File: config.mk
export PLATFORM = sky130hd
export DESIGN_NAME = wb_cmd_port
export DESIGN_NICKNAME = d
export VERILOG_FILES = /design/src/common/iagc_pkg.sv /design/src/hw/wb_cmd_port.sv
export SDC_FILE = /design/constraint.sdc
export NUM_CORES = 1
export LEC_CHECK = 0
export BUFFER_PORTS_ARGS = -buffer_cell sky130_fd_sc_hd__buf_2
export CAP_MARGIN = 20
export CORE_ASPECT_RATIO = 1.1
export CORE_MARGIN = 5
export CORE_UTILIZATION = 37
export DETAILED_ROUTE_END_ITERATION = 12
export PLACE_DENSITY = 0.9
export RECOVER_POWER = 100
export SYNTH_ARGS = -nofsm -noshare
export SYNTH_HDL_FRONTEND = slang
export SYNTH_SLANG_ARGS = --single-unit
File: constraint.sdc
create_clock -name i_clock -period 3.8 [get_ports i_clock]
set_input_delay 0.76 -clock i_clock [delete_from_list [all_inputs] [get_ports i_clock]]
set_output_delay 0.76 -clock i_clock [all_outputs]
set_load 0.1 [all_outputs]
File: src/common/iagc_pkg.sv
package iagc_pkg;

  localparam int SAMPLE_W      = 16;
  localparam int MEM_DEPTH     = 256;
  localparam int MEM_AW        = 8;
  localparam int LED_PWM_TICKS = 50;
  localparam int WD_TIMEOUT    = 2000;

  localparam logic [1:0] REG_CMD    = 2'd0;
  localparam logic [1:0] REG_DATA   = 2'd1;
  localparam logic [1:0] REG_STATUS = 2'd2;

  typedef enum logic [3:0] {
    RESET     = 4'd0,
    INIT      = 4'd1,
    IDLE      = 4'd2,
    SAMPLE    = 4'd3,
    CMD_PARSE = 4'd4,
    CMD_READ  = 4'd5,
    CMD_ERROR = 4'd6,
    DUMP_REF  = 4'd7,
    DUMP_ERR  = 4'd8,
    CLEAN_MEM = 4'd9,
    SET_MEM   = 4'd10,
    SET_DEC   = 4'd11,
    HALT      = 4'd12
  } iagc_status_e;

  typedef enum logic [3:0] {
    OP_CLEAN    = 4'd1,
    OP_SET_MEM  = 4'd2,
    OP_SET_DEC  = 4'd3,
    OP_SAMPLE   = 4'd4,
    OP_DUMP_REF = 4'd5,
    OP_DUMP_ERR = 4'd6,
    OP_HALT     = 4'd7
  } iagc_op_e;

  typedef struct packed {
    logic [3:0]          opcode;
    logic [3:0]          pad;
    logic [MEM_AW-1:0]   address;
    logic [SAMPLE_W-1:0] data;
  } mem_cmd_t;

  typedef struct packed {
    logic [3:0]          opcode;
    logic [11:0]         pad;
    logic [SAMPLE_W-1:0] value;
  } cfg_cmd_t;

  // same word, address/data view for SET_MEM, value view otherwise.
  typedef union packed {
    mem_cmd_t mem;
    cfg_cmd_t cfg;
  } iagc_cmd_u;

  typedef struct packed {
    logic        cyc;
    logic        stb;
    logic        we;
    logic [1:0]  adr;
    logic [31:0] dat;
  } wb_req_t;

  typedef struct packed {
    logic        ack;
    logic [31:0] dat;
  } wb_rsp_t;

  typedef struct packed {
    logic r;
    logic g;
    logic b;
  } rgb_t;

  typedef struct packed {
    logic                clear_start;
    logic                set_mem;
    logic                set_dec;
    logic                capture_start;
    logic                dump_start;
    logic                dump_sel;      // 0 selects reference, 1 error.
    logic                dump_next;
    logic [MEM_AW-1:0]   addr;
    logic [SAMPLE_W-1:0] data;
    logic [SAMPLE_W-1:0] value;
  } buf_ctrl_t;

endpackage

File: src/hw/wb_cmd_port.sv
`timescale 1ns/1ns

module wb_cmd_port (
  input  logic                          i_clock,
  input  logic                          i_arst_n,
  input  iagc_pkg::wb_req_t             i_wb,
  output iagc_pkg::wb_rsp_t             o_wb,
  output logic                          o_cmd_valid,
  output iagc_pkg::iagc_cmd_u           o_cmd,
  output logic                          o_data_rd,
  input  iagc_pkg::iagc_status_e        i_status,
  input  logic                          i_reject,
  output logic                          o_status_rd,
  input  logic                          i_wd_valid,
  input  logic [iagc_pkg::SAMPLE_W-1:0] i_rd_data
);
  import iagc_pkg::*;

  logic        served;
  logic        ack_q;
  logic        start;
  logic        is_dump;
  logic [31:0] rd_mux;
  logic [31:0] rd_q;

  // first cycle of a request not yet acknowledged.
  assign start = i_wb.cyc && i_wb.stb && !served;

  assign o_cmd_valid = start && i_wb.we && (i_wb.adr == REG_CMD);
  assign o_cmd       = i_wb.dat;
  assign o_data_rd   = start && !i_wb.we && (i_wb.adr == REG_DATA);
  assign o_status_rd = start && !i_wb.we && (i_wb.adr == REG_STATUS);

  assign is_dump = (i_status == DUMP_REF) || (i_status == DUMP_ERR);

  always_comb begin
    case (i_wb.adr)
      REG_DATA: begin
        rd_mux = is_dump ? {{(32 - SAMPLE_W){1'b0}}, i_rd_data} : '0; // data only while dumping.
      end
      REG_STATUS: begin
        rd_mux = {26'b0, i_reject, i_wd_valid, i_status};
      end
      default: begin
        rd_mux = '0;
      end
    endcase
  end

  always_ff @(posedge i_clock or negedge i_arst_n) begin
    if (!i_arst_n) begin
      served <= 1'b0;
      ack_q  <= 1'b0;
    end else begin
      ack_q <= start;
      if (start) begin
        served <= 1'b1;
      end else if (!(i_wb.cyc && i_wb.stb)) begin
        served <= 1'b0; // rearm once the master drops the strobe.
      end
    end
  end

  always_ff @(posedge i_clock) begin
    if (start && !i_wb.we) begin
      rd_q <= rd_mux;
    end
  end

  assign o_wb.ack = ack_q;
  assign o_wb.dat = rd_q;

endmodule

======== Word level (Yosys, flattened, before mapping) ========
Index checks and enable logic that the tools add are counted.
storage, ports and cells
  logic and storage cells ................. 23
  RAM bits ................................ 0
  ROM bits ................................ 0
  bits in registers ....................... 34
  memories kept ........................... 0
  output and inout port bits .............. 68
  latch bits .............................. 0
  bits of input ports ..................... 61
operators by class
  mux-type cells .......................... 4
  add/sub/neg operators ................... 0
  equal/unequal tests ..................... 5
  magnitude comparators ................... 0
  divide/modulo/power cells ............... 0
  multiply operators ...................... 0
  bitwise logic cells ..................... 0
  reductions and logical operators ........ 11
  shift-type cells ........................ 0
operator list
  operator                                                          number
  16-bit one-hot mux with 2 select lines                            1
  16-bit two-way mux                                                1
  1-bit logical AND                                                 7
  4-bit by 3-bit == test with 1-bit output (second input constant)  1
  4-bit == test (second input constant)                             1
  2-bit by 1-bit == test with 1-bit output (second input constant)  1
  2-bit == test (second input constant)                             1
  1-bit logical NOT                                                 2
  2-bit logical NOT                                                 1
  1-bit two-way mux                                                 2
  2-bit != test (second input constant)                             1
  1-bit logical OR                                                  1

======== Depth between registers and ports, before layout ========
  depth after elaboration ................. 4
  gate-level depth with buffers ........... 5
  depth with buffers taken out ............ 4

======== Least setup slack after synthesis ========
No wires, ideal clock.
  kind .................................... in2out
  from .................................... in i_wb[36] (netlist bit)
  to ...................................... out o_data_rd
  stages on the path ...................... 3
  arrival time ............................ 2933 ps
  path slack .............................. 107 ps
  required time ........................... 3040 ps
  path buffers ............................ 0
  cells stage by stage .................... nand2_1 -> nor3_1 -> and2_1
between the ends
  longest elaborated chain between the ends .. 4
RTL lines
  element                          line               text
  from (decl)                      wb_cmd_port.sv:6   input iagc_pkg::wb_req_t i_wb,
  1-bit logical AND (2 in series)  wb_cmd_port.sv:27  assign start = i_wb.cyc && i_wb.stb && !served;
  1-bit logical AND (2 in series)  wb_cmd_port.sv:31  assign o_data_rd = start && !i_wb.we && (i_wb.adr == REG_DATA);
  to (decl)                        wb_cmd_port.sv:10  output logic o_data_rd,
No other way between the ends.

======== Worst setup path in the final report ========
  from .................................... in i_wb[32] (netlist bit)
  to ...................................... out o_cmd_valid
between the ends
  longest elaborated chain between the ends .. 2
RTL lines
  element            line               text
  2-bit logical NOT  wb_cmd_port.sv:29  assign o_cmd_valid = start && i_wb.we && (i_wb.adr == REG_CMD);
  1-bit logical AND  wb_cmd_port.sv:29
  to (decl)          wb_cmd_port.sv:8   output logic o_cmd_valid,
No other way between the ends.

==> impl_metrics.env <==
export IMPL_leakagePower_uw=0.000553
export IMPL_crit_path_cell_trace="buf_2 > inv_1 > ha_1 > and3_1 > clkbuf_1"
export IMPL_cts_buffers_inserted=3
export IMPL_drive_above_1_share_pct=26.4
export IMPL_htreeDepth=1
export IMPL_grt_pass1_wl_um=3030
export IMPL_synthDistinctLibCells=19
export IMPL_dieArea_um2=4370
export IMPL_place_gp_congestion=0.610
export IMPL_hold_path_class="in2async"
export IMPL_powerDensity_nw_per_um2=382
export IMPL_setup_violations_final=0
export IMPL_final_min_clock_period_ns=2.86
export IMPL_synthToLayoutAreaGrowth_pct=-3.54
export IMPL_syn_avg_cell_area_um2=11.2
export IMPL_critical_path_startpoint="i_wb[32]"
export IMPL_dp_hpwl_um=1830
export IMPL_postCtsResizedCells=0
export IMPL_grt_use_total_pct=9.14
export IMPL_path_clk_slew_ns=0.09
export IMPL_io_pins=129
export IMPL_status="finished, final reports clean"
export IMPL_crit_buf_inv=3
export IMPL_arrival_ns=2.10
export IMPL_cp_max_fo=2
export IMPL_drt_first_pass_iters=4
export IMPL_clock_fmax_mhz=350
export IMPL_vias=690
export IMPL_die_h_um=68.9
export IMPL_antenna_diode_count=0
export IMPL_final_cell_mix="buf_2 (28), clkbuf_1 (22), conb_1 (16), edfxtp_1 (16), and3_1 (10)"
export IMPL_endpoint_kind="output port"
export IMPL_met1_usage_pct=9.84
export IMPL_crit_slowest_cell="clkbuf_1"
export IMPL_worst_pin_slew_ns=1.19
export IMPL_synth_top_area_cell="edfxtp_1"
export IMPL_clock_skew_ns=0.00483
export IMPL_reg2reg_slack_ns=2.38
export IMPL_overflow=0
export IMPL_slew_headroom_pct=21.0
export IMPL_wirelength_um=2200
export IMPL_cts_hold_buf=0
export IMPL_synthCells=104
export IMPL_ys_seq_elements=18
export IMPL_design_core_area_um2=3050
export IMPL_cp_start_kind="primary input"
export IMPL_reg2reg_to="rd_q[7]$_DFFE_PP_"
export IMPL_drt_iter0_drc=15
export IMPL_ir_drop_mv=0.163
export IMPL_grt_pass1_vias=652
export IMPL_final_min_period_over_clock_period_pct=75.2
export IMPL_grt_start_max_net_pins=17
export IMPL_fin_ws_ns=0.941
export IMPL_root_buffer="clkbuf_4"
export IMPL_drc=0
export IMPL_wl_per_cell_um=14.2
export IMPL_r2r_start="served$_DFFE_PN0P_"
export IMPL_slew_violations=0
export IMPL_critical_path_depth=5
export IMPL_busiest_layer="met2"
export IMPL_io_buffers=48
export IMPL_final_common_cell="buf_2"
export IMPL_hold_violations=0
export IMPL_start_util_pct=38.2
export IMPL_fill_cells=308
export IMPL_worst_ep_required_time_ns=3.04
export IMPL_r2r_cells=2
export IMPL_cts_setup_buffers=0
export IMPL_max_cap_viol_count=0
export IMPL_rsz0062_at_grt="false"
export IMPL_post_place_ws_ns=1.21
export IMPL_numPlacedInstances=151
export IMPL_nets=186
export IMPL_fin_tns_setup_ns=0
export IMPL_clock_path_buffers=2
export IMPL_avgViaCountPerCell=4.45
export IMPL_whs_ns=0.244
export IMPL_die_width_um=63.5
export IMPL_instances_no_fill=155
export IMPL_clock_sinks=18
export IMPL_grt_use_met2_pct=14.6
export IMPL_netlist_area_leader_share_pct=41.2
export IMPL_cp_endpoint="o_cmd_valid"
export IMPL_clk_latency_ns=0.28
export IMPL_ys_seq_area_share_pct=45.5
export IMPL_ys_top_cells_by_area="edfxtp_1 (41%), buf_4 (32%), and3_1 (5.4%)"
export IMPL_met3_usage_pct=3.24
export IMPL_fp_row_count=21
export IMPL_critical_path_top_delay_family="buffers and inverters"
export IMPL_grt_antenna_before_repair=0
export IMPL_ys_warnings_count=0
export IMPL_syn_area_um2=1160
export IMPL_cts_tree="done"
export IMPL_max_stage_delay_ns=0.86
export IMPL_detail_route_antenna_nets=0
export IMPL_crit_type="in2out"
[cells by family (layout without fill, tap and decap cells)]
| family | Yosys count | after routing | synth area share [%] |
|---|---|---|---|
| DFF | 18 | 18 | 45.5 |
| AOI/OAI and AO/OA | 6 | 6 | 5.16 |
| buffers and inverters | 55 | 57 | 34.2 |
| and+or+nand+nor | 21 | 21 | 11.6 |
| other | 1 | 16 | 0.322 |
| adders and majority gates | 3 | 3 | 3.22 |
[state kept, by name, summed over array words and instances (netlist names)]
signal	count
rd_q	16
served	1
ack_q	1
[per-layer routing]
| metal | part of all wire [%] | up-vias |
|---|---|---|
| met4 | 3.4 | 0 |
| met1 | 37 | 298 |
| li1 | - | 328 |
| met2 | 47 | 52 |
| met5 | 0 | - |
| met3 | 12 | 12 |
[synthesized netlist by cell type]
cell type  instances
buf_4             49
edfxtp_1          16
and3_1            10
a32o_1             6
and2_1             4
ha_1               3
inv_1              3
dfrtp_1            2
and4_2             1
buf_1              1
buf_6              1
clkbuf_1           1
conb_1             1
nand2_1            1
nand2_2            1
nand4b_1           1
nor2_1             1
nor3_1             1
or4b_1             1
[power breakdown]
group | switching, µW | total, µW | internal [µW] | leakage (µW)
sequential | 0.760 | 218 | 217 | 0.000201
clock | 54.6 | 92.7 | 38.1 | 0.0000154
combinational | 102 | 118 | 16.2 | 0.000336
[cell type report]
type | instances | area, µm² | share of cell area (%)
clock buffers | 3 | 22.5 | 2.00
multi-input cells | 46 | 290 | 25.8
inverters | 3 | 11.3 | 1.00
flip-flops and latches | 18 | 531 | 47.2
well taps | 34 | 42.5 | 3.79
clock inverters | 1 | 3.75 | 0.334
repair buffers | 50 | 223 | 19.8
[stage by stage]
stage / utilization [%] / power, µW / cell area, µm²
2_1_floorplan: - / 494 / 1220
3_3_place_gp: 37.3 / 342 / 1140
3_5_place_dp: 37.3 / 343 / 1140
4_1_cts: 38.2 / 437 / 1160
5_1_grt: 36.9 / 449 / 1120
6_report: 36.9 / 429 / 1120
[worst min-delay path by stage]
stage / endpoint / from / slack [ns]
finish: served$_DFFE_PN0P_ / i_arst_n / 0.24
global route: served$_DFFE_PN0P_ / i_arst_n / 0.23
CTS: served$_DFFE_PN0P_ / i_arst_n / 0.23
detailed placement: ack_q$_DFF_PN0_ / served$_DFFE_PN0P_ / 0.46
global placement: ack_q$_DFF_PN0_ / served$_DFFE_PN0P_ / 0.46
floorplan: ack_q$_DFF_PN0_ / served$_DFFE_PN0P_ / 0.41
Power figures use the tool's default switching activity.
