[config.mk]
export PLATFORM = sky130hd
export DESIGN_NAME = status_leds
export DESIGN_NICKNAME = d
export VERILOG_FILES = /design/src/common/iagc_pkg.sv /design/src/hw/status_leds.sv
export SDC_FILE = /design/constraint.sdc
export NUM_CORES = 1
export LEC_CHECK = 0
export ABC_CLOCK_PERIOD_IN_PS = 1410
export BUFFER_PORTS_ARGS = -buffer_cell sky130_fd_sc_hd__buf_2
export CAP_MARGIN = 10
export CORE_AREA = 5 5 42 44
export CTS_CLUSTER_DIAMETER = 120
export DETAILED_ROUTE_END_ITERATION = 8
export DIE_AREA = 0 0 47 49
export PLACE_DENSITY = 0.65
export SLEW_MARGIN = 15
export SYNTH_ARGS = -nofsm -noshare
export SYNTH_HDL_FRONTEND = slang
export SYNTH_SLANG_ARGS = --single-unit
[constraint.sdc]
create_clock -name i_clock -period 1.41 [get_ports i_clock]
set_clock_uncertainty 0.1 [all_clocks]
set_input_delay 0.141 -clock i_clock [delete_from_list [all_inputs] [get_ports i_clock]]
set_output_delay 0.141 -clock i_clock [all_outputs]
set_load 0.01 [all_outputs]
[src/common/iagc_pkg.sv]
package iagc_pkg;

  localparam int SAMPLE_W      = 16;
  localparam int MEM_DEPTH     = 256;
  localparam int MEM_AW        = 8;
  localparam int LED_PWM_TICKS = 50;
  localparam int WD_TIMEOUT    = 2000;

  localparam logic [1:0] REG_CMD    = 2'd0;
  localparam logic [1:0] REG_DATA   = 2'd1;
  localparam logic [1:0] REG_STATUS = 2'd2;

  typedef enum logic [3:0] {
    RESET     = 4'd0,
    INIT      = 4'd1,
    IDLE      = 4'd2,
    SAMPLE    = 4'd3,
    CMD_PARSE = 4'd4,
    CMD_READ  = 4'd5,
    CMD_ERROR = 4'd6,
    DUMP_REF  = 4'd7,
    DUMP_ERR  = 4'd8,
    CLEAN_MEM = 4'd9,
    SET_MEM   = 4'd10,
    SET_DEC   = 4'd11,
    HALT      = 4'd12
  } iagc_status_e;

  typedef enum logic [3:0] {
    OP_CLEAN    = 4'd1,
    OP_SET_MEM  = 4'd2,
    OP_SET_DEC  = 4'd3,
    OP_SAMPLE   = 4'd4,
    OP_DUMP_REF = 4'd5,
    OP_DUMP_ERR = 4'd6,
    OP_HALT     = 4'd7
  } iagc_op_e;

  typedef struct packed {
    logic [3:0]          opcode;
    logic [3:0]          pad;
    logic [MEM_AW-1:0]   address;
    logic [SAMPLE_W-1:0] data;
  } mem_cmd_t;

  typedef struct packed {
    logic [3:0]          opcode;
    logic [11:0]         pad;
    logic [SAMPLE_W-1:0] value;
  } cfg_cmd_t;

  // same word, address/data view for SET_MEM, value view otherwise.
  typedef union packed {
    mem_cmd_t mem;
    cfg_cmd_t cfg;
  } iagc_cmd_u;

  typedef struct packed {
    logic        cyc;
    logic        stb;
    logic        we;
    logic [1:0]  adr;
    logic [31:0] dat;
  } wb_req_t;

  typedef struct packed {
    logic        ack;
    logic [31:0] dat;
  } wb_rsp_t;

  typedef struct packed {
    logic r;
    logic g;
    logic b;
  } rgb_t;

  typedef struct packed {
    logic                clear_start;
    logic                set_mem;
    logic                set_dec;
    logic                capture_start;
    logic                dump_start;
    logic                dump_sel;      // 0 selects reference, 1 error.
    logic                dump_next;
    logic [MEM_AW-1:0]   addr;
    logic [SAMPLE_W-1:0] data;
    logic [SAMPLE_W-1:0] value;
  } buf_ctrl_t;

endpackage

[src/hw/status_leds.sv]
`timescale 1ns/1ns

module status_leds (
  input  logic                   i_clock,
  input  logic                   i_arst_n,
  input  iagc_pkg::iagc_status_e i_status,
  input  logic                   i_wd_valid,
  output iagc_pkg::rgb_t         o_led0,
  output iagc_pkg::rgb_t         o_led1
);
  import iagc_pkg::*;

  localparam int PWM_W = $clog2(LED_PWM_TICKS + 1);

  logic [PWM_W-1:0] pwm_cnt;
  logic             pwm;

  // one tick every LED_PWM_TICKS+1 cycles.
  always_ff @(posedge i_clock or negedge i_arst_n) begin
    if (!i_arst_n) begin
      pwm_cnt <= '0;
      pwm     <= 1'b0;
    end else if (pwm_cnt == PWM_W'(LED_PWM_TICKS)) begin
      pwm_cnt <= '0;
      pwm     <= 1'b1;
    end else begin
      pwm_cnt <= pwm_cnt + 1'b1;
      pwm     <= 1'b0;
    end
  end

  always_comb begin
    o_led0 = '0;
    case (i_status)
      INIT: begin
        o_led0.r = pwm;
      end
      IDLE: begin
        o_led0.g = pwm;
      end
      SAMPLE: begin
        o_led0.b = pwm;
      end
      DUMP_REF, DUMP_ERR: begin
        o_led0.r = pwm; // amber while dumping.
        o_led0.g = pwm;
      end
      default: begin
        o_led0 = '0;
      end
    endcase
  end

  always_comb begin
    o_led1   = '0;
    o_led1.g = i_wd_valid & pwm;
    o_led1.r = !i_wd_valid & pwm;
  end

endmodule

## Yosys cells after proc, flatten, opt, wreduce, memory -nomap -nowiden

Cells that the tools add are included.

| storage, ports and cells | value |
|---|---|
| flip-flop bits (word level) | 7 |
| bits of input ports | 7 |
| output and inout bits | 6 |
| logic and storage cells | 19 |

| operators by class | value |
|---|---|
| $add $sub $neg | 1 |
| eq/ne operators | 6 |
| multiplexer cells | 5 |
| bitwise gates (word level) | 2 |
| reduce and logical (&&, ||, !) cells | 3 |

Operator list:

| cell | count |
|---|---|
| 4-bit by 2-bit == test with 1-bit output, second input constant | 2 |
| 6-bit by 1-bit adder with 6-bit output, second input constant | 1 |
| 6-bit == test, second input constant | 1 |
| 6-bit two-way mux | 1 |
| 3-bit OR reduction | 2 |
| 4-bit by 1-bit == test with 1-bit output, second input constant | 1 |
| 4-bit by 3-bit == test with 1-bit output, second input constant | 1 |
| 4-bit == test, second input constant | 1 |
| 1-bit two-way mux | 4 |
| 1-bit AND | 2 |
| 1-bit logical NOT | 1 |

## Logic depth before layout (Yosys ltp)

Gate-level depths: netlist of run 1.

| logic depth | value |
|---|---|
| depth after elaboration | 3 |
| depth in mapped cells | 6 |
| mapped depth without buffers | 5 |

## Least setup slack after synthesis of run 1

OpenSTA, ideal clock, no wires.

| timing | value |
|---|---|
| kind | reg-to-reg |
| from | register pwm_cnt[0] |
| to | register pwm_cnt[2] |
| library setup time | 0.069 ns |
| data arrival time | 1.142 ns |
| data required time | 1.241 ns |
| slack | 0.100 ns |
| stages on the path, launching flop included | 7 |
| path buffers | 1 |
| period minus slack after synthesis | 1.310 ns |
| path through | dfrtp_1 -> inv_1 -> ha_1 -> nor3b_2 -> and3_1 -> buf_6 -> nor2_4 |

| on the way | value |
|---|---|
| word-level cells in the longest chain between the ends | 2 |
| elaborated cells between the ends (all ways) | 3 |
| classes of those cells | 1 x add/sub; 1 x eq/ne; 1 x mux |

Ends and longest elaborated chain:

| item | RTL line | text |
|---|---|---|
| start, declared | status_leds.sv:15 | `logic [PWM_W-1:0] pwm_cnt;` |
| start signal, assigned | status_leds.sv:27 | `pwm_cnt <= pwm_cnt + 1'b1;` |
| 6-bit by 1-bit adder with 6-bit output or 6-bit == test (tied branches) | status_leds.sv:27, status_leds.sv:23 |  |
| 6-bit two-way mux (*) | status_leds.sv:23 | `end else if (pwm_cnt == PWM_W'(LED_PWM_TICKS)) begin` |

Every way passes the cells marked *; elsewhere a longest branch is shown, timed or not.

## Worst setup path in the final report of run 1

Same ends and word-level chain as after synthesis.

==> results of run 1 <==
-- cell type report --
class | count | area share (%)
sequential | 7 | 31.3
clock buffer | 3 | 4.03
timing repair buffer | 14 | 14.3
clock inverter | 1 | 0.895
multi-input combinational | 30 | 45.2
inverter | 1 | 0.671
tap | 16 | 3.58
-- cells in the mapped netlist --
cell type,n
a21o_1,1
a21oi_1,3
and2_1,1
and3_1,1
and4_1,1
buf_4,1
buf_6,1
conb_1,1
dfrtp_1,7
ha_1,2
inv_1,1
nand3_1,3
nor2_1,1
nor2_2,2
nor2_4,2
nor2b_1,3
nor3b_1,1
nor3b_2,1
nor4b_2,1
o21a_1,1
xnor2_1,3
xor2_1,2
-- state kept, by name, summed over array words and instances (netlist names) --
register	flops
pwm	1
pwm_cnt	6
-- report_power, final --
part	switching (mW)	internal [mW]
Sequential	0	0.201
Combinational	0.0162	0.0141
Clock	0.0760	0.104
-- cells by family (layout without fill, tap and decap cells) --
family / Yosys count / count (layout) / synth area share, %
AND/OR/NAND/NOR: 17 / 17 / 30.0
flip-flops: 7 / 7 / 40.8
AO/OA/AOI/OAI: 5 / 5 / 7.00
XOR/XNOR: 5 / 5 / 10.2
buffers and inverters: 3 / 19 / 5.25
adder cells (fa/ha/maj): 2 / 2 / 5.83
other: 1 / 1 / 0.874
-- worst max-delay path by stage --
| stage | cells past startpoint | end | startpoint | slack [ns] |
|---|---|---|---|---|
| 2_1_floorplan | 6 | pwm_cnt[2] | pwm_cnt[0] | 0.1 |
| 3_3_place_gp | 6 | pwm_cnt[2] | pwm_cnt[0] | 0.06 |
| 3_5_place_dp | 6 | pwm_cnt[2] | pwm_cnt[0] | 0.07 |
| 4_1_cts | 6 | pwm_cnt[4] | pwm_cnt[0] | 0.06 |
| 5_1_grt | 5 | pwm_cnt[4] | pwm_cnt[0] | 0.04 |
| 6_report | 5 | pwm_cnt[2] | pwm_cnt[0] | 0.08 |
-- per-layer routing --
| layer | vias up | wire [um] | part of all wire [%] | GRT usage (%) |
|---|---|---|---|---|
| met3 | 0 | 87 | 11 | 3.32 |
| li1 | 166 | - | - | - |
| met4 | 0 | 0 | 0 | 4.15 |
| met2 | 12 | 407 | 50 | 12.0 |
| met5 | - | 0 | 0 | 0 |
| met1 | 148 | 313 | 39 | 9.19 |
-- timing repair --
action,CTS,global route
endpoints found under the hold margin,7,0
setup endpoints to repair,0,4
resized for setup,0,4
hold buffers,1,0
==> impl_metrics.csv, run 1 <==
group,metric,value,unit
critical_path,r2r-end,"pwm_cnt[2]",
sta,slew_violations,0,
logic_synthesis,synth_cell_types,22,
final_layout,final_layout_size_suffix_gt1_share,46.4,%
critical_path,required,1.45,ns
grt,grt_pass1_vias,308,
routing,ant_nets,0,
critical_path,ff2ff_setup_slack,0.08,ns
clocking,clock_latency,0.25,ns
sta,setup_ws,0.0778,ns
critical_path,r2r_cells,5,
die,start_util,30.6,%
critical_path,r2r-start,"pwm_cnt[0]",
sta,finalSetupViolCount,0,
final_layout,final_cell_mix,"buf_2 (11), dfrtp_1 (7)",
final_layout,area_delta_synth_final,30.3,%
final_layout,multiInputGateArea,253,sq um
critical_path,cp_cell_sequence,"inv_1, ha_2, nor3b_4, and3_4, nor2_4",
sta,setup-tns-final,0,ns
routing,wirelength,808,um
clocking,root_buffer,"clkbuf_4",
pwr,pwr_density_cell,735,nW/um^2
grt,grt_pass1_wl,1280,um
flow_run,drv_cap,0,
critical_path,worstSetupStartpointType,"flip-flop",
critical_path,arrival,1.37,ns
pwr,p_total,411,uW
routing,via_per_inst,4.53,
die,io_pins,13,
logic_synthesis,ys_seq_elements,7,
routing,initialDrtViolationCount,3,
final_layout,regArea,175,sq um
routing,num_vias,326,
routing,wl_per_cell,11.2,um
die,die_w,47,um
clocking,htreeDepth,1,
final_layout,nets,66,
die,rows,14,
sta,whs,0.145,ns
final_layout,final_core_util,39.9,%
grt,grt_overflow,0,
sta,layout_min_cycle_time,1.33,ns
clocking,cts.clk_slew.worst_paths,0.05,ns
clocking,cts.sinks,7,
logic_synthesis,syn_inst,40,
grt,antenna_found_initial,0,
placement,place_inst,68,
min_path,min_path_type,"in2async",
critical_path,cp_top_family,"simple AND/OR/NAND/NOR gates",
logic_synthesis,ys_seq_area_share,40.8,%
logic_synthesis,yosysWarningCount,0,
grt,grtUsageTotal,7.94,%
final_layout,antenna_cells,0,
logic_synthesis,syn_area,429,sq um
clocking,cts_buffers,3,
critical_path,cp_slowest_cell,"dfrtp_1",
sta,period_share,94.5,%
die,die_h,49,um
clocking,cts_tree,"built",
final_layout,layoutNonFillerInstCount,72,
pwr,vdd_drop_max,0.381,mV
logic_synthesis,avgSynthCellArea,10.7,sq um
pwr,p_leak,0.266,nW
logic_synthesis,synthesis.nets,49,
routing,drc,0,
placement,dp_hpwl,632,um
clocking,cts_buffer_depth,2,
die,coreArea,1400,sq um
status,status,"finished, final reports clean",
critical_path,crit_type,"reg2reg",
placement,gp_congestion,0.744,
logic_synthesis,ys_top_cells_by_area,"dfrtp_1 (41%), xnor2_1 (6.1%), ha_1 (5.8%)",
critical_path,crit_buf_inv,1,
final_layout,nFillCells,150,
critical_path,cpPeakStageDelay,0.37,ns
sta,fmax,751,MHz
sta,rsz0062_at_grt,"no",
final_layout,stdcell_area,559,sq um
placement,portBuffers,11,
logic_synthesis,synth_area_leader_cell,"dfrtp_1",
final_layout,final_common_cell,"buf_2",
placement,postPlaceCellArea,520,sq um
placement,place_ws,0.0681,ns
grt,grt_max_degree,8,
critical_path,path_max_fanout,5,
die,dieArea,2300,sq um
logic_synthesis,synth_top_area_share,40.8,%
critical_path,worst_setup_path_end_kind,"flip-flop",
clocking,cts_setup_buffers,0,
sta,hold_viol_final,0,
routing,drtPass1Iterations,4,
(Power assumes the default switching activity.)
==> run 2, diff against run 1 <==
--- a/config.mk
+++ b/config.mk
@@ -5,13 +5,13 @@
 export SDC_FILE = /design/constraint.sdc
 export NUM_CORES = 1
 export LEC_CHECK = 0
-export ABC_CLOCK_PERIOD_IN_PS = 1410
+export ABC_CLOCK_PERIOD_IN_PS = 1200
 export BUFFER_PORTS_ARGS = -buffer_cell sky130_fd_sc_hd__buf_2
 export CAP_MARGIN = 10
-export CORE_AREA = 5 5 42 44
+export CORE_AREA = 4 4 41 43
 export CTS_CLUSTER_DIAMETER = 120
 export DETAILED_ROUTE_END_ITERATION = 8
-export DIE_AREA = 0 0 47 49
+export DIE_AREA = 0 0 45 47
 export PLACE_DENSITY = 0.65
 export SLEW_MARGIN = 15
 export SYNTH_ARGS = -nofsm -noshare
==> constraint.sdc (replaced) <==
create_clock -name i_clock -period 1.2 [get_ports i_clock]
set_clock_uncertainty 0.1 [all_clocks]
set_input_delay 0.12 -clock i_clock [delete_from_list [all_inputs] [get_ports i_clock]]
set_output_delay 0.12 -clock i_clock [all_outputs]
set_load 0.01 [all_outputs]
==> impl_metrics.csv, run 2 (synthesis results as in run 1) <==
group,metric,value,unit
status,status,"finished with violations",
status,failed_checks,"negative setup slack",
clocking,htreeDepth,1,
sta,layout_min_cycle_time,1.29,ns
sta,fmax,773,MHz
die,rows,13,
placement,place_ws,-0.130,ns
critical_path,path_max_fanout,5,
grt,grt_pass1_wl,1290,um
die,io_pins,13,
critical_path,cp_top_family,"simple AND/OR/NAND/NOR gates",
sta,finalSetupViolCount,6,
placement,portBuffers,11,
grt,grt_pass1_vias,332,
final_layout,final_common_cell,"buf_2",
pwr,vdd_drop_max,0.718,mV
routing,ant_nets,0,
critical_path,required,1.24,ns
die,start_util,33.0,%
final_layout,reg.largest.list,"pwm_cnt: 6 flops, pwm: 1 flops",
placement,place_inst,68,
critical_path,crit_buf_inv,1,
final_layout,final_layout_size_suffix_gt1_share,50.8,%
clocking,cts_buffers,3,
grt,grt_overflow,0,
clocking,cts.clk_slew.worst_paths,0.05,ns
flow_run,drv_cap,0,
sta,whs,0.122,ns
critical_path,cpPeakStageDelay,0.38,ns
final_layout,largest_register_ffs,6,
final_layout,regMostFlops,"pwm_cnt",
sta,period_share,108,%
critical_path,cp_cell_sequence,"inv_1, ha_2, nor3b_4, and3_4, nor2_2",
sta,slew_violations,0,
die,coreArea,1300,sq um
final_layout,layoutNonFillerInstCount,74,
final_layout,nets,69,
critical_path,crit_type,"reg2reg",
grt,grt_max_degree,8,
placement,gp_congestion,0.742,
critical_path,cp_slowest_cell,"dfrtp_1",
final_layout,final_cell_mix,"buf_2 (11), dfrtp_1 (7), buf_4 (5)",
final_layout,area_delta_synth_final,36.7,%
clocking,cts_buffer_depth,2,
grt,grtUsageTotal,8.69,%
routing,wirelength,809,um
die,die_w,45,um
grt,antenna_found_initial,0,
min_path,min_path_type,"in2async",
die,die_h,47,um
critical_path,worst_setup_path_end_kind,"flip-flop",
critical_path,worstSetupStartpointType,"flip-flop",
critical_path,arrival,1.33,ns
final_layout,antenna_cells,0,
routing,initialDrtViolationCount,5,
clocking,cts_tree,"built",
clocking,root_buffer,"clkbuf_4",
sta,hold_viol_final,0,
routing,num_vias,354,
die,dieArea,2120,sq um
pwr,p_leak,0.277,nW
clocking,clock_latency,0.25,ns
routing,drc,0,
routing,via_per_inst,4.78,
clocking,cts.sinks,7,
sta,rsz0062_at_grt,"yes",
pwr,p_total,481,uW
routing,drtPass1Iterations,2,
sta,setup_ws,-0.0929,ns
pwr,pwr_density_cell,820,nW/um^2
routing,wl_per_cell,10.9,um
[run 2: cell types whose count changed in the layout (fill, tap and decap cells not counted), sizes merged]
cell and delta:
buf +3, clkbuf +1, clkinv -1
[run 2: power by group]
group	switching (mW)	internal [mW]
clock network	0.0830	0.127
logic	0.0184	0.0166
registers	0	0.236
[run 2: metal layers]
metal | wire, um | share of wire (%) | up-vias | GRT usage (%)
met3 | 91 | 11 | 0 | 4.60
met1 | 298 | 37 | 166 | 8.41
met2 | 418 | 52 | 16 | 15.5
met5 | 0 | 0 | - | 0
li1 | - | - | 172 | -
met4 | 0 | 0 | 0 | 3.51
[run 2: what timing repair did]
item,CTS,global route
endpoints found under the setup margin,6,7
endpoints found under the hold margin,7,0
pin swaps,0,4
resized for setup,2,5
hold buffers,1,0
buffers inserted,1,1
[run 2: path summary, 6_finish.rpt]
path | startpoint | end | slack [ns] | cells past startpoint
min in group i_clock | i_wd_valid | o_led1[2] | 0.38 | 3
setup / recovery | pwm_cnt[0] | pwm_cnt[0] | -0.09 | 5
max in group asynchronous | i_arst_n | pwm_cnt[0] | 0.72 | 2
setup reg to reg | pwm_cnt[0] | pwm_cnt[0] | -0.09 | 5
hold / removal | i_arst_n | pwm_cnt[1] | 0.12 | 2
hold reg to reg | pwm_cnt[0] | pwm_cnt[0] | 0.46 | 2
[run 2: area by class of cell]
| class | instances | area (sq um) |
|---|---|---|
| fillers | 129 | 714 |
| multi-input cells | 30 | 260 |
| flip-flops and latches | 7 | 175 |
| repair buffers | 17 | 103 |
| clock buffers | 4 | 26.3 |
| well taps | 15 | 18.8 |
| inverters | 1 | 3.75 |
[run 2: stage by stage]
stage	area, sq um	util, %	setup TNS, ns
detailed placement	514	39.5	-0.538
CTS	569	43.8	-0.537
global placement	514	39.5	-0.493
floorplan	429	-	-0.428
global route	587	45.1	-0.788
finish	587	45.1	-0.466
[run 2: worst reg2reg max path: stages (launching register included)]
cell and delay (ns):
dfrtp_1 0.38, inv_1 0.06, ha_2 0.15, nor3b_4 0.17, and3_4 0.27, nor2_2 0.05
