$ cat src/common/iagc_pkg.sv
package iagc_pkg;

  localparam int SAMPLE_W      = 16;
  localparam int MEM_DEPTH     = 256;
  localparam int MEM_AW        = 8;
  localparam int LED_PWM_TICKS = 50;
  localparam int WD_TIMEOUT    = 2000;

  localparam logic [1:0] REG_CMD    = 2'd0;
  localparam logic [1:0] REG_DATA   = 2'd1;
  localparam logic [1:0] REG_STATUS = 2'd2;

  typedef enum logic [3:0] {
    RESET     = 4'd0,
    INIT      = 4'd1,
    IDLE      = 4'd2,
    SAMPLE    = 4'd3,
    CMD_PARSE = 4'd4,
    CMD_READ  = 4'd5,
    CMD_ERROR = 4'd6,
    DUMP_REF  = 4'd7,
    DUMP_ERR  = 4'd8,
    CLEAN_MEM = 4'd9,
    SET_MEM   = 4'd10,
    SET_DEC   = 4'd11,
    HALT      = 4'd12
  } iagc_status_e;

  typedef enum logic [3:0] {
    OP_CLEAN    = 4'd1,
    OP_SET_MEM  = 4'd2,
    OP_SET_DEC  = 4'd3,
    OP_SAMPLE   = 4'd4,
    OP_DUMP_REF = 4'd5,
    OP_DUMP_ERR = 4'd6,
    OP_HALT     = 4'd7
  } iagc_op_e;

  typedef struct packed {
    logic [3:0]          opcode;
    logic [3:0]          pad;
    logic [MEM_AW-1:0]   address;
    logic [SAMPLE_W-1:0] data;
  } mem_cmd_t;

  typedef struct packed {
    logic [3:0]          opcode;
    logic [11:0]         pad;
    logic [SAMPLE_W-1:0] value;
  } cfg_cmd_t;

  // same word, address/data view for SET_MEM, value view otherwise.
  typedef union packed {
    mem_cmd_t mem;
    cfg_cmd_t cfg;
  } iagc_cmd_u;

  typedef struct packed {
    logic        cyc;
    logic        stb;
    logic        we;
    logic [1:0]  adr;
    logic [31:0] dat;
  } wb_req_t;

  typedef struct packed {
    logic        ack;
    logic [31:0] dat;
  } wb_rsp_t;

  typedef struct packed {
    logic r;
    logic g;
    logic b;
  } rgb_t;

  typedef struct packed {
    logic                clear_start;
    logic                set_mem;
    logic                set_dec;
    logic                capture_start;
    logic                dump_start;
    logic                dump_sel;      // 0 selects reference, 1 error.
    logic                dump_next;
    logic [MEM_AW-1:0]   addr;
    logic [SAMPLE_W-1:0] data;
    logic [SAMPLE_W-1:0] value;
  } buf_ctrl_t;

endpackage

$ cat src/hw/host_watchdog.sv
`timescale 1ns/1ns

module host_watchdog (
  input  logic i_clock,
  input  logic i_arst_n,
  input  logic i_kick,
  output logic o_wd_valid
);
  import iagc_pkg::*;

  localparam int CNT_W = $clog2(WD_TIMEOUT + 1);

  logic [CNT_W-1:0] count;

  always_ff @(posedge i_clock or negedge i_arst_n) begin
    if (!i_arst_n) begin
      count <= CNT_W'(WD_TIMEOUT); // valid right out of reset.
    end else if (i_kick) begin
      count <= CNT_W'(WD_TIMEOUT);
    end else if (count != '0) begin
      count <= count - 1'b1;
    end
  end

  assign o_wd_valid = (count != '0);

endmodule

$ cat config.mk
export PLATFORM = sky130hd
export DESIGN_NAME = host_watchdog
export DESIGN_NICKNAME = d
export VERILOG_FILES = /design/src/common/iagc_pkg.sv /design/src/hw/host_watchdog.sv
export SDC_FILE = /design/constraint.sdc
export NUM_CORES = 1
export LEC_CHECK = 0
export BUFFER_PORTS_ARGS = -buffer_cell sky130_fd_sc_hd__buf_2
export CAP_MARGIN = 40
export CORE_MARGIN = 2
export CORE_UTILIZATION = 30
export CTS_CLUSTER_DIAMETER = 100
export DETAILED_ROUTE_END_ITERATION = 7
export SYNTH_ARGS = -nofsm -noshare
export SYNTH_HDL_FRONTEND = slang
export SYNTH_SLANG_ARGS = --single-unit
$ cat constraint.sdc
create_clock -name i_clock -period 1.7 [get_ports i_clock]
set_input_delay 0.425 -clock i_clock [delete_from_list [all_inputs] [get_ports i_clock]]
set_output_delay 0.425 -clock i_clock [all_outputs]
set_load 0.01 [all_outputs]
# Yosys cells after proc, flatten, opt, wreduce, memory -nomap -nowiden
# Cells that the tools add are included.
# W data, S select, Z words.
# totals
ff_bits	11
input_bits	3
out_inout_bits	1
# op_classes
n_addsub	1
mux	2
reduce_logical	2
# op_table
cell	count
$mux W11	2
$reduce_bool A11 Y1	1
$sub A11 B1 Y11 const B	1
$reduce_bool A2 Y1	1

# Depth between registers and ports, before layout
# Gate-level depths: netlist of run 1.
# depth
ltp_word	3
mapped_depth	6

# Least setup slack after synthesis of run 1
# No wires, ideal clock.
# synth_path
kind	register to output
start	register count[0]
end	output o_wd_valid
arrival_time_ps	1187
required_time_ps	1275
setup_slack_ps	88
path_stages_with_launch	5
path_cell_list	dfrtp_1 -> inv_1 -> ha_1 -> nor4b_4 -> nand3_1
# synth_between
elab_chain_len	1
# synth_rtl
element	line	source
start: declaration	host_watchdog.sv:13	logic [CNT_W-1:0] count;
start signal: assignment	host_watchdog.sv:17	count <= CNT_W'(WD_TIMEOUT);
start signal: assignment	host_watchdog.sv:19	count <= CNT_W'(WD_TIMEOUT);
start signal: assignment	host_watchdog.sv:21	count <= count - 1'b1;
$reduce_bool A11 Y1	host_watchdog.sv:25	assign o_wd_valid = (count != '0);
end: declaration	host_watchdog.sv:7	output logic o_wd_valid
# Every way passes these cells.

# Final worst setup path of run 1
# Same ends and word-level chain as after synthesis.

==> results.md, run 1 <==
* Outcome: complete, but fails checks
* Failing checks: negative setup slack
* CP Cell Sequence: inv_2 > ha_4 > nor4b_4 > nand3_1 > buf_2
* CTS buffer count at 3
* Drt total wl at 1.22 mm
* Netlist Area Pre-Place at 601 µm²
* Worst R2R End: count[5]
* Ports at 4
* Worst Path Buf+Inv at 2
* Initial drt markers at 14
* Area grow syn2layout at 29.0%
* Async SR Flop Fraction at 1.00
* Max reg flops at 11
* CP max stage delay at 0.39 ns
* Core Area at 1920 µm²
* Synth top area share at 0.263
* Worst Skew at 0.00173 ns
* Commonest cells in the netlist: 8 x nor2_1, 6 x dfstp_2, 5 x dfrtp_1, 5 x or3_1, 4 x a21oi_1
* Clk_lat worst skew at 0.26 ns
* Most flop-heavy register: count
* Vias in the first global route at 515
* Layout cells sized above 1 at 0.372
* VDD IR-drop max at 0.000323 V
* Worst setup margin at -0.0945 ns
* RSZ-0062 raised after global routing: true
* Routed len/inst at 11.6 µm
* Slew @ Worst Pin at 0.330 ns
* Finished Layout Cells at 105
* FF-to-FF Start: count[0]
* Startpoint types: register
* Final Slew Violations at 0
* Maximum net fanout on the critical path at 2
* # rows at 16
* Final ANT Viol Nets at 0
* Final worst path period need at 1.79 ns
* XOR/XNOR share of the synthesized area at 0.0292
* Worst slew margin at 0.778
* Critical Path RT at 1.27 ns
* Simple-Gate Fraction of Synth Area at 0.306
* Mux contribution to synthesized area at 0.0333
* Worst EP arrival at 1.37 ns
* Post-detail-place hpwl at 825 µm
* Worst setup endpoint: o_wd_valid
* Final period utilization at 1.06
* DP Cell Count at 97
* Stages on worst setup path at 5
* Chip Height at 48.7 µm
* Ant diodes at 0
* Mean post-synth cell area at 9.69 µm²
* Fin area at 774 µm²
* R2R cell count at 7
* Remaining DRCs at 0
* Global-route wire length before repair at 2.11 mm
* Via count at 515
* CTS Hold Bufs at 0
* Main combinational cell family by area after synthesis: simple AND/OR/NAND/NOR gates
* Max-capacitance violation count at 0
* Adder-Cell Fraction of Synth Area at 0.0208
* DIE AREA at 2380 µm²
* Initial antenna violation count at 0
* Synth cell types at 25
* Critical-path top delay cell: dfrtp_1
* R2R setup slack at 0.05 ns
* Synthesized instance count at 62
* Setup CP Type: reg -> out
* Initial Util at 0.313
* Crit path max-delay family: flip-flops
* Number of flops mapped to enable cells by yosys at 0
* Global route total overflow at 0
* Synth warn at 0
* Worst Hold Class: in -> async
* Longest Clk Path Bufs at 2
* Power Density at 793 nW/µm²
* Synth Area in Compound Gates at 0.121
* Worst setup path start: count[0]
* DR vias/cell at 4.90
* Largest net degree at the start of global routing at 16
* Count of input and output buffers at 3
* Final hold violation count at 0
* Routability cong. at 0.798
* H-Tree Depth at 1
* Max Freq at 557 MHz
* Nets at 83
* Final setup viols at 1
* Placed instance area at 691 µm²
* Leak at 0.310 nW
* Synth Flop Type: dfstp_2
* Top flop regs: count: 11 flops
* Net Count, Synth at 66
* Seq cells post-synth at 11
* Ranking of synthesized cells by area: dfstp_2 26%, dfrtp_1 21%, or3_1 5.2%
* Most frequent cell after synthesis: nor2_1
* Worst setup EP type: primary output
* Clock Root Buffer: clkbuf_4
* Sequential share of the synthesized area at 0.471
* Clk slew on worst S/H paths at 0.07 ns
* Die Wd at 48.7 µm
* Clock sink count at 11
* Gr usage total at 0.115
* CTS tree: built
* First drt pass iteration count at 4
* Cell taking the most area after synthesis: dfstp_2
-- where the power goes --
group          switching [mW]  internal, mW  total [mW]
clock                  0.0843        0.0906       0.175
sequential             0.0297         0.289       0.319
combinational          0.0572        0.0633       0.120
total                   0.171         0.443       0.614
-- layout make-up --
type / count / area, µm²
Timing Repair Buffer: 13 / 93.8
Sequential cell: 11 / 283
Inverter: 2 / 7.51
Clock buffer: 4 / 26.3
Fill cell: 204 / 1150
Tap cell: 27 / 33.8
Multi-Input combinational cell: 48 / 330
-- logic make-up after synthesis --
group	after synthesis
xor gates and xnor gates	2
and+or+nand+nor	31
muxes	2
AOI/OAI and AO/OA	12
buffers and inverters	3
adders and majority gates	1
DFF	11
-- layout by cell type (no fill, tap or decap), types with 2 or more instances in the layout --
master    count
nor2b_1       3
nor4_1        2
a31oi_1       2
nand2_1       3
a21oi_1       4
or3_1         5
dfrtp_1       5
dfstp_2       6
mux2i_1       2
inv_2         2
clkbuf_4      3
a211oi_1      2
o21ai_0       2
nand3_1       2
nor2_1        8
xnor2_1       2
buf_4         9
buf_2         3
nor3_1        3
-- repair_timing --
item / CTS / global route
cloned: 0 / 0
buffers inserted: 4 / 0
pin swaps: 2 / 3
resized for setup: 4 / 3
endpoints found under the setup margin: 1 / 5
hold endpoints to repair: 0 / 0
-- through the flow --
step | power (mW) | hold slack (ns) | setup TNS, ns | setup slack [ns] | utilization
after floorplan | 0.387 | 0.129 | 0 | 0.0885 | -
after CTS | 0.622 | 0.0161 | -0.0936 | -0.0936 | 0.395
after global placement | 0.419 | 0.308 | 0 | 0.0356 | 0.359
final | 0.614 | 0.0196 | -0.0945 | -0.0945 | 0.403
after global routing | 0.654 | 0.0230 | -0.240 | -0.182 | 0.403
after detailed placement | 0.421 | 0.309 | 0 | 0.0250 | 0.359
-- metal layers --
layer	GRT usage	part of all wire
met2	0.201	0.50
met3	0.0185	0.017
met1	0.130	0.46
met4	0.0714	0.016
met5	0	0
-- how the worst min path moves through the flow --
stage | startpoint | end | cells past startpoint
2_1_floorplan | i_arst_n | count[0] | 0
3_3_place_gp | i_arst_n | count[2] | 1
3_5_place_dp | i_arst_n | count[2] | 1
4_1_cts | i_arst_n | count[5] | 1
5_1_grt | i_arst_n | count[5] | 1
6_report | i_arst_n | count[2] | 1
(Power assumes the default switching activity.)
==> run 2: changes to the inputs <==
--- a/config.mk
+++ b/config.mk
@@ -11,6 +11,7 @@
 export CORE_UTILIZATION = 30
 export CTS_CLUSTER_DIAMETER = 100
 export DETAILED_ROUTE_END_ITERATION = 7
+export RECOVER_POWER = 25
 export SYNTH_ARGS = -nofsm -noshare
 export SYNTH_HDL_FRONTEND = slang
 export SYNTH_SLANG_ARGS = --single-unit
==> results.md, run 2 (synthesis results as in run 1) <==
* Sequential share of power at 0.520 (was 0.519)
* Initial antenna violation count at 0 (unchanged)
* Core Area at 1920 µm² (unchanged)
* # rows at 16 (unchanged)
* CTS buffer count at 3 (unchanged)
* Initial drt markers at 14 (unchanged)
* Top flop regs: count: 11 flops (unchanged)
* Final worst path period need at 1.79 ns (about the same)
* DR vias/cell at 4.90 (unchanged)
* CP Cell Sequence: inv_2 > ha_4 > nor4b_4 > nand3_1 > buf_2 (unchanged)
* Leak at 0.308 nW (was 0.310 nW)
* Worst R2R End: count[5] (unchanged)
* R2R setup slack at 0.05 ns (about the same)
* Max reg flops at 11 (unchanged)
* Max-capacitance violation count at 0 (unchanged)
* Maximum net fanout on the critical path at 2 (unchanged)
* CTS tree: built (unchanged)
* Int Pwr at 0.443 mW (about the same)
* Global route total overflow at 0 (unchanged)
* Most frequent cells in the layout: 9 x buf_4, 8 x nor2_1, 6 x dfstp_2, 5 x or3_1, 5 x dfrtp_1 (unchanged)
* Stages on worst setup path at 5 (unchanged)
* Comb pwr share at 0.196 (about the same)
* DIE AREA at 2380 µm² (unchanged)
* Critical Path RT at 1.27 ns (about the same)
* Startpoint types: register (unchanged)
* Most flop-heavy register: count (unchanged)
* Sw Pwr at 0.171 mW (about the same)
* Routability cong. at 0.798 (unchanged)
* Failing checks: negative setup slack (unchanged)
* Chip Height at 48.7 µm (unchanged)
* Drt total wl at 1.22 mm (about the same)
* Initial Util at 0.313 (unchanged)
* First drt pass iteration count at 4 (unchanged)
* Routed len/inst at 11.6 µm (about the same)
* Clk slew on worst S/H paths at 0.07 ns (about the same)
* Largest net degree at the start of global routing at 16 (unchanged)
* Die Wd at 48.7 µm (unchanged)
* Final period utilization at 1.06 (about the same)
* Final Slew Violations at 0 (unchanged)
* Final ANT Viol Nets at 0 (unchanged)
* Nets at 83 (unchanged)
* Final hold violation count at 0 (unchanged)
* Worst Skew at 0.00173 ns (unchanged)
* Worst setup endpoint: o_wd_valid (unchanged)
* Worst setup path start: count[0] (unchanged)
* VDD IR-drop max at 0.000323 V (about the same)
* Ant diodes at 0 (unchanged)
* Gr usage total at 0.115 (unchanged)
* Switching portion of total power at 0.279 (about the same)
* Longest Clk Path Bufs at 2 (unchanged)
* FF-to-FF Start: count[0] (unchanged)
* Clock power frac at 0.285 (about the same)
* Clock Root Buffer: clkbuf_4 (unchanged)
* Layout cells sized above 1 at 0.359 (was 0.372)
* Placed instance area at 691 µm² (unchanged)
* Area grow syn2layout at 28.8% (was 29.0%)
* Ports at 4 (unchanged)
* R2R cell count at 7 (unchanged)
* Worst Path Buf+Inv at 2 (unchanged)
* Slew @ Worst Pin at 0.601 ns (was 0.330 ns)
* Max Freq at 557 MHz (about the same)
* Power Density at 794 nW/µm² (was 793 nW/µm²)
* Fin area at 773 µm² (was 774 µm²)
* RSZ-0062 raised after global routing: true (unchanged)
* Worst setup EP type: primary output (unchanged)
* Outcome: complete, but fails checks (unchanged)
* Worst setup margin at -0.0944 ns (was -0.0945 ns)
* Setup CP Type: reg -> out (unchanged)
* Worst slew margin at 0.599 (was 0.778)
* Worst EP arrival at 1.37 ns (about the same)
* Remaining DRCs at 0 (unchanged)
* Vias in the first global route at 515 (unchanged)
* Count of input and output buffers at 3 (unchanged)
* CTS Hold Bufs at 0 (unchanged)
* Crit path max-delay family: flip-flops (unchanged)
* Pre-CTS WS at 0.0250 ns (unchanged)
* Clock sink count at 11 (unchanged)
* Most common cell after layout, fill and taps aside: buf_4 (unchanged)
* Post-detail-place hpwl at 825 µm (unchanged)
* H-Tree Depth at 1 (unchanged)
* Global-route wire length before repair at 2.11 mm (unchanged)
* Via count at 515 (unchanged)
* Clk_lat worst skew at 0.26 ns (about the same)
* Worst Hold Class: in -> async (unchanged)
* CP max stage delay at 0.39 ns (about the same)
* Critical-path top delay cell: dfrtp_1 (unchanged)
* Final setup viols at 1 (unchanged)
run 2: cell count changes in the layout (fill, tap and decap cells not counted):
cell / delta
buf_2: -1
clkbuf_1: +1
run 2: what timing repair did:
action | in CTS | in global routing
pin swaps | 2 | 3
setup endpoints to repair | 1 | 5
resized for setup | 4 | 3
buffers inserted | 4 | 0
run 2: how the worst min path moves through the flow:
stage          startpoint        to  slack (ns)  depth (start not counted)
6_report         i_arst_n  count[2]        0.14                          1
5_1_grt          i_arst_n  count[5]        0.18                          1
4_1_cts          i_arst_n  count[5]        0.02                          1
3_5_place_dp     i_arst_n  count[2]        0.31                          1
3_3_place_gp     i_arst_n  count[2]        0.31                          1
2_1_floorplan    i_arst_n  count[0]        0.13                          0
run 2: power groups by stage:
stage	Sequential, mW	Clock [mW]	Combinational (mW)
detailed placement	0.323	0	0.0975
floorplan	0.318	0	0.0684
global route	0.323	0.197	0.134
CTS	0.318	0.187	0.117
finish	0.319	0.175	0.120
global placement	0.322	0	0.0965
run 2: per-stage QoR:
stage               std cells  power [mW]  hold slack (ns)  setup TNS (ns)  utilization
global route              105       0.654            0.176          -0.240        0.402
floorplan                  62       0.387            0.129               0            -
finish                    105       0.614            0.137         -0.0944        0.402
CTS                       105       0.622           0.0161         -0.0936        0.395
global placement           97       0.419            0.308               0        0.359
detailed placement         97       0.421            0.309               0        0.359
run 2: area by class of cell:
cell class	count	area [µm²]
clock buffers	4	26.3
fillers	204	1150
inverters	2	7.51
multi-input cells	48	330
flip-flops and latches	11	283
well taps	27	33.8
repair buffers	13	92.6
run 2: per-layer routing:
layer	GRT usage	vias up	wire (µm)
met5	0	-	0
met1	0.130	253	562
met4	0.0714	0	19
li1	-	256	-
met3	0.0185	2	20
met2	0.201	4	616
run 2: worst register-to-register path: stages (launching register included):
cell and delay [ns]:
dfrtp_1 0.39, inv_2 0.08, ha_4 0.13, buf_4 0.11, or3b_2 0.48, nor3_4 0.16
or3_1 0.13, a21oi_1 0.05
==> run 3: changes to the inputs <==
--- a/config.mk
+++ b/config.mk
@@ -11,6 +11,7 @@
 export CORE_UTILIZATION = 30
 export CTS_CLUSTER_DIAMETER = 100
 export DETAILED_ROUTE_END_ITERATION = 7
+export MAX_ROUTING_LAYER = met4
 export RECOVER_POWER = 25
 export SYNTH_ARGS = -nofsm -noshare
 export SYNTH_HDL_FRONTEND = slang
==> results.md, run 3 (synthesis results as in run 1) <==
* DIE AREA at 2380 µm² (unchanged)
* Initial drt markers at 14 (unchanged)
* Most flop-heavy register: count (unchanged)
* Count of input and output buffers at 3 (unchanged)
* Comb pwr share at 0.196 (about the same)
* CTS buffer count at 3 (unchanged)
* Routed len/inst at 11.6 µm (unchanged)
* Power Density at 794 nW/µm² (about the same)
* Routability cong. at 0.809 (was 0.798)
* Clk slew on worst S/H paths at 0.07 ns (about the same)
* Slew @ Worst Pin at 0.601 ns (about the same)
* Sequential share of power at 0.520 (about the same)
* Final ANT Viol Nets at 0 (unchanged)
* Post-detail-place hpwl at 825 µm (unchanged)
* Worst setup EP type: primary output (unchanged)
* Ports at 4 (unchanged)
* Vias in the first global route at 515 (unchanged)
* Switching portion of total power at 0.279 (about the same)
* Die Wd at 48.7 µm (unchanged)
* Clk_lat worst skew at 0.26 ns (about the same)
* Area grow syn2layout at 28.8% (unchanged)
* Drt total wl at 1.22 mm (unchanged)
* Sw Pwr at 0.171 mW (about the same)
* Max-capacitance violation count at 0 (unchanged)
* Outcome: complete, but fails checks (unchanged)
* Critical Path RT at 1.27 ns (about the same)
* Layout cells sized above 1 at 0.359 (unchanged)
* Max reg flops at 11 (unchanged)
* Core Area at 1920 µm² (unchanged)
* Worst setup margin at -0.0944 ns (about the same)
* Remaining DRCs at 0 (unchanged)
* VDD IR-drop max at 0.000323 V (about the same)
* Initial antenna violation count at 0 (unchanged)
* Worst setup path start: count[0] (unchanged)
* Top flop regs: count: 11 flops (unchanged)
* Int Pwr at 0.443 mW (unchanged)
* # rows at 16 (unchanged)
* Fillers at 204 (unchanged)
* Chip Height at 48.7 µm (unchanged)
* Worst slew margin at 0.599 (about the same)
* RSZ-0062 raised after global routing: true (unchanged)
* Global route total overflow at 0 (unchanged)
* Most frequent cells in the layout: 9 x buf_4, 8 x nor2_1, 6 x dfstp_2, 5 x or3_1, 5 x dfrtp_1 (unchanged)
* Initial Util at 0.313 (unchanged)
* Final core occ at 0.402 (unchanged)
* Final Slew Violations at 0 (unchanged)
* DP Cell Count at 97 (unchanged)
* Final worst path period need at 1.79 ns (about the same)
* Failing checks: negative setup slack (unchanged)
* Worst Hold Class: in -> async (unchanged)
* Worst EP arrival at 1.37 ns (about the same)
* Worst Skew at 0.00173 ns (about the same)
* Largest net degree at the start of global routing at 16 (unchanged)
* Setup CP Type: reg -> out (unchanged)
* FF-to-FF Start: count[0] (unchanged)
* Startpoint types: register (unchanged)
* Leak at 0.308 nW (unchanged)
* Longest Clk Path Bufs at 2 (unchanged)
* Global-route wire length before repair at 2.12 mm (was 2.11 mm)
* CTS Hold Bufs at 0 (unchanged)
* Gr usage total at 0.118 (was 0.115)
* Finished Layout Cells at 105 (unchanged)
* Clock power frac at 0.285 (about the same)
* Clock sink count at 11 (unchanged)
* Final hold violation count at 0 (unchanged)
* Final setup viols at 1 (unchanged)
* DR vias/cell at 4.90 (unchanged)
* Clock Root Buffer: clkbuf_4 (unchanged)
* Ant diodes at 0 (unchanged)
* H-Tree Depth at 1 (unchanged)
* CTS tree: built (unchanged)
* Maximum net fanout on the critical path at 2 (unchanged)
* Max Freq at 557 MHz (about the same)
* Via count at 515 (unchanged)
* WHS at 0.137 ns (about the same)
* Nets at 83 (unchanged)
* Total power at 0.614 mW (about the same)
* Pre-CTS WS at 0.0250 ns (unchanged)
* Final period utilization at 1.06 (about the same)
* Most common cell after layout, fill and taps aside: buf_4 (unchanged)
* First drt pass iteration count at 4 (unchanged)
[run 3: cell counts in the layout (fill, tap and decap cells not counted)]
Identical to the previous run, type by type.
[run 3: metal layers]
layer	wire length [µm]	up-vias	track usage	part of all wire
li1	-	256	-	-
met1	562	253	0.130	0.46
met3	19	2	0.0185	0.016
met2	616	4	0.201	0.51
met4	19	0	0.0714	0.016
met5	0	-	-	0
[run 3: power groups by stage]
stage                     sequential, mW  combinational, mW  clock (mW)
after detailed placement           0.323             0.0975           0
after CTS                          0.318              0.117       0.187
after floorplan                    0.318             0.0684           0
final                              0.319              0.120       0.175
after global routing               0.323              0.134       0.197
after global placement             0.322             0.0965           0
[run 3: worst max-delay path, stage by stage, from the launching register on]
cell,delay [ns]
dfrtp_1,0.39
inv_2,0.08
ha_4,0.13
nor4b_4,0.20
nand3_1,0.14
buf_2,0.17
[run 3: area by class of cell]
type | count | area, µm² | share of cell area
flip-flops and latches | 11 | 283 | 0.366
repair buffers | 13 | 92.6 | 0.120
inverters | 2 | 7.51 | 0.00971
well taps | 27 | 33.8 | 0.0437
clock buffers | 4 | 26.3 | 0.0340
multi-input cells | 48 | 330 | 0.427
[run 3: stage by stage]
stage | setup TNS [ns] | instance area [µm²]
floorplan | 0 | 601
global placement | 0 | 691
detailed placement | 0 | 691
CTS | -0.0936 | 759
global route | -0.240 | 773
finish | -0.0944 | 773
[run 3: path summary, 6_finish.rpt]
kind | endpoint | depth (start not counted) | slack (ns)
setup / recovery | o_wd_valid | 5 | -0.09
hold / removal | count[2] | 1 | 0.14
setup reg to reg | count[5] | 7 | 0.05
hold reg to reg | count[10] | 1 | 0.53
max in group asynchronous | count[5] | 1 | 1.17
min in group i_clock | count[5] | 2 | 0.51
[run 3: what timing repair did]
action                                  CTS  global route
pin swaps                                 2             3
setup buffers                             4             0
resized for setup                         4             3
endpoints found under the setup margin    1             5
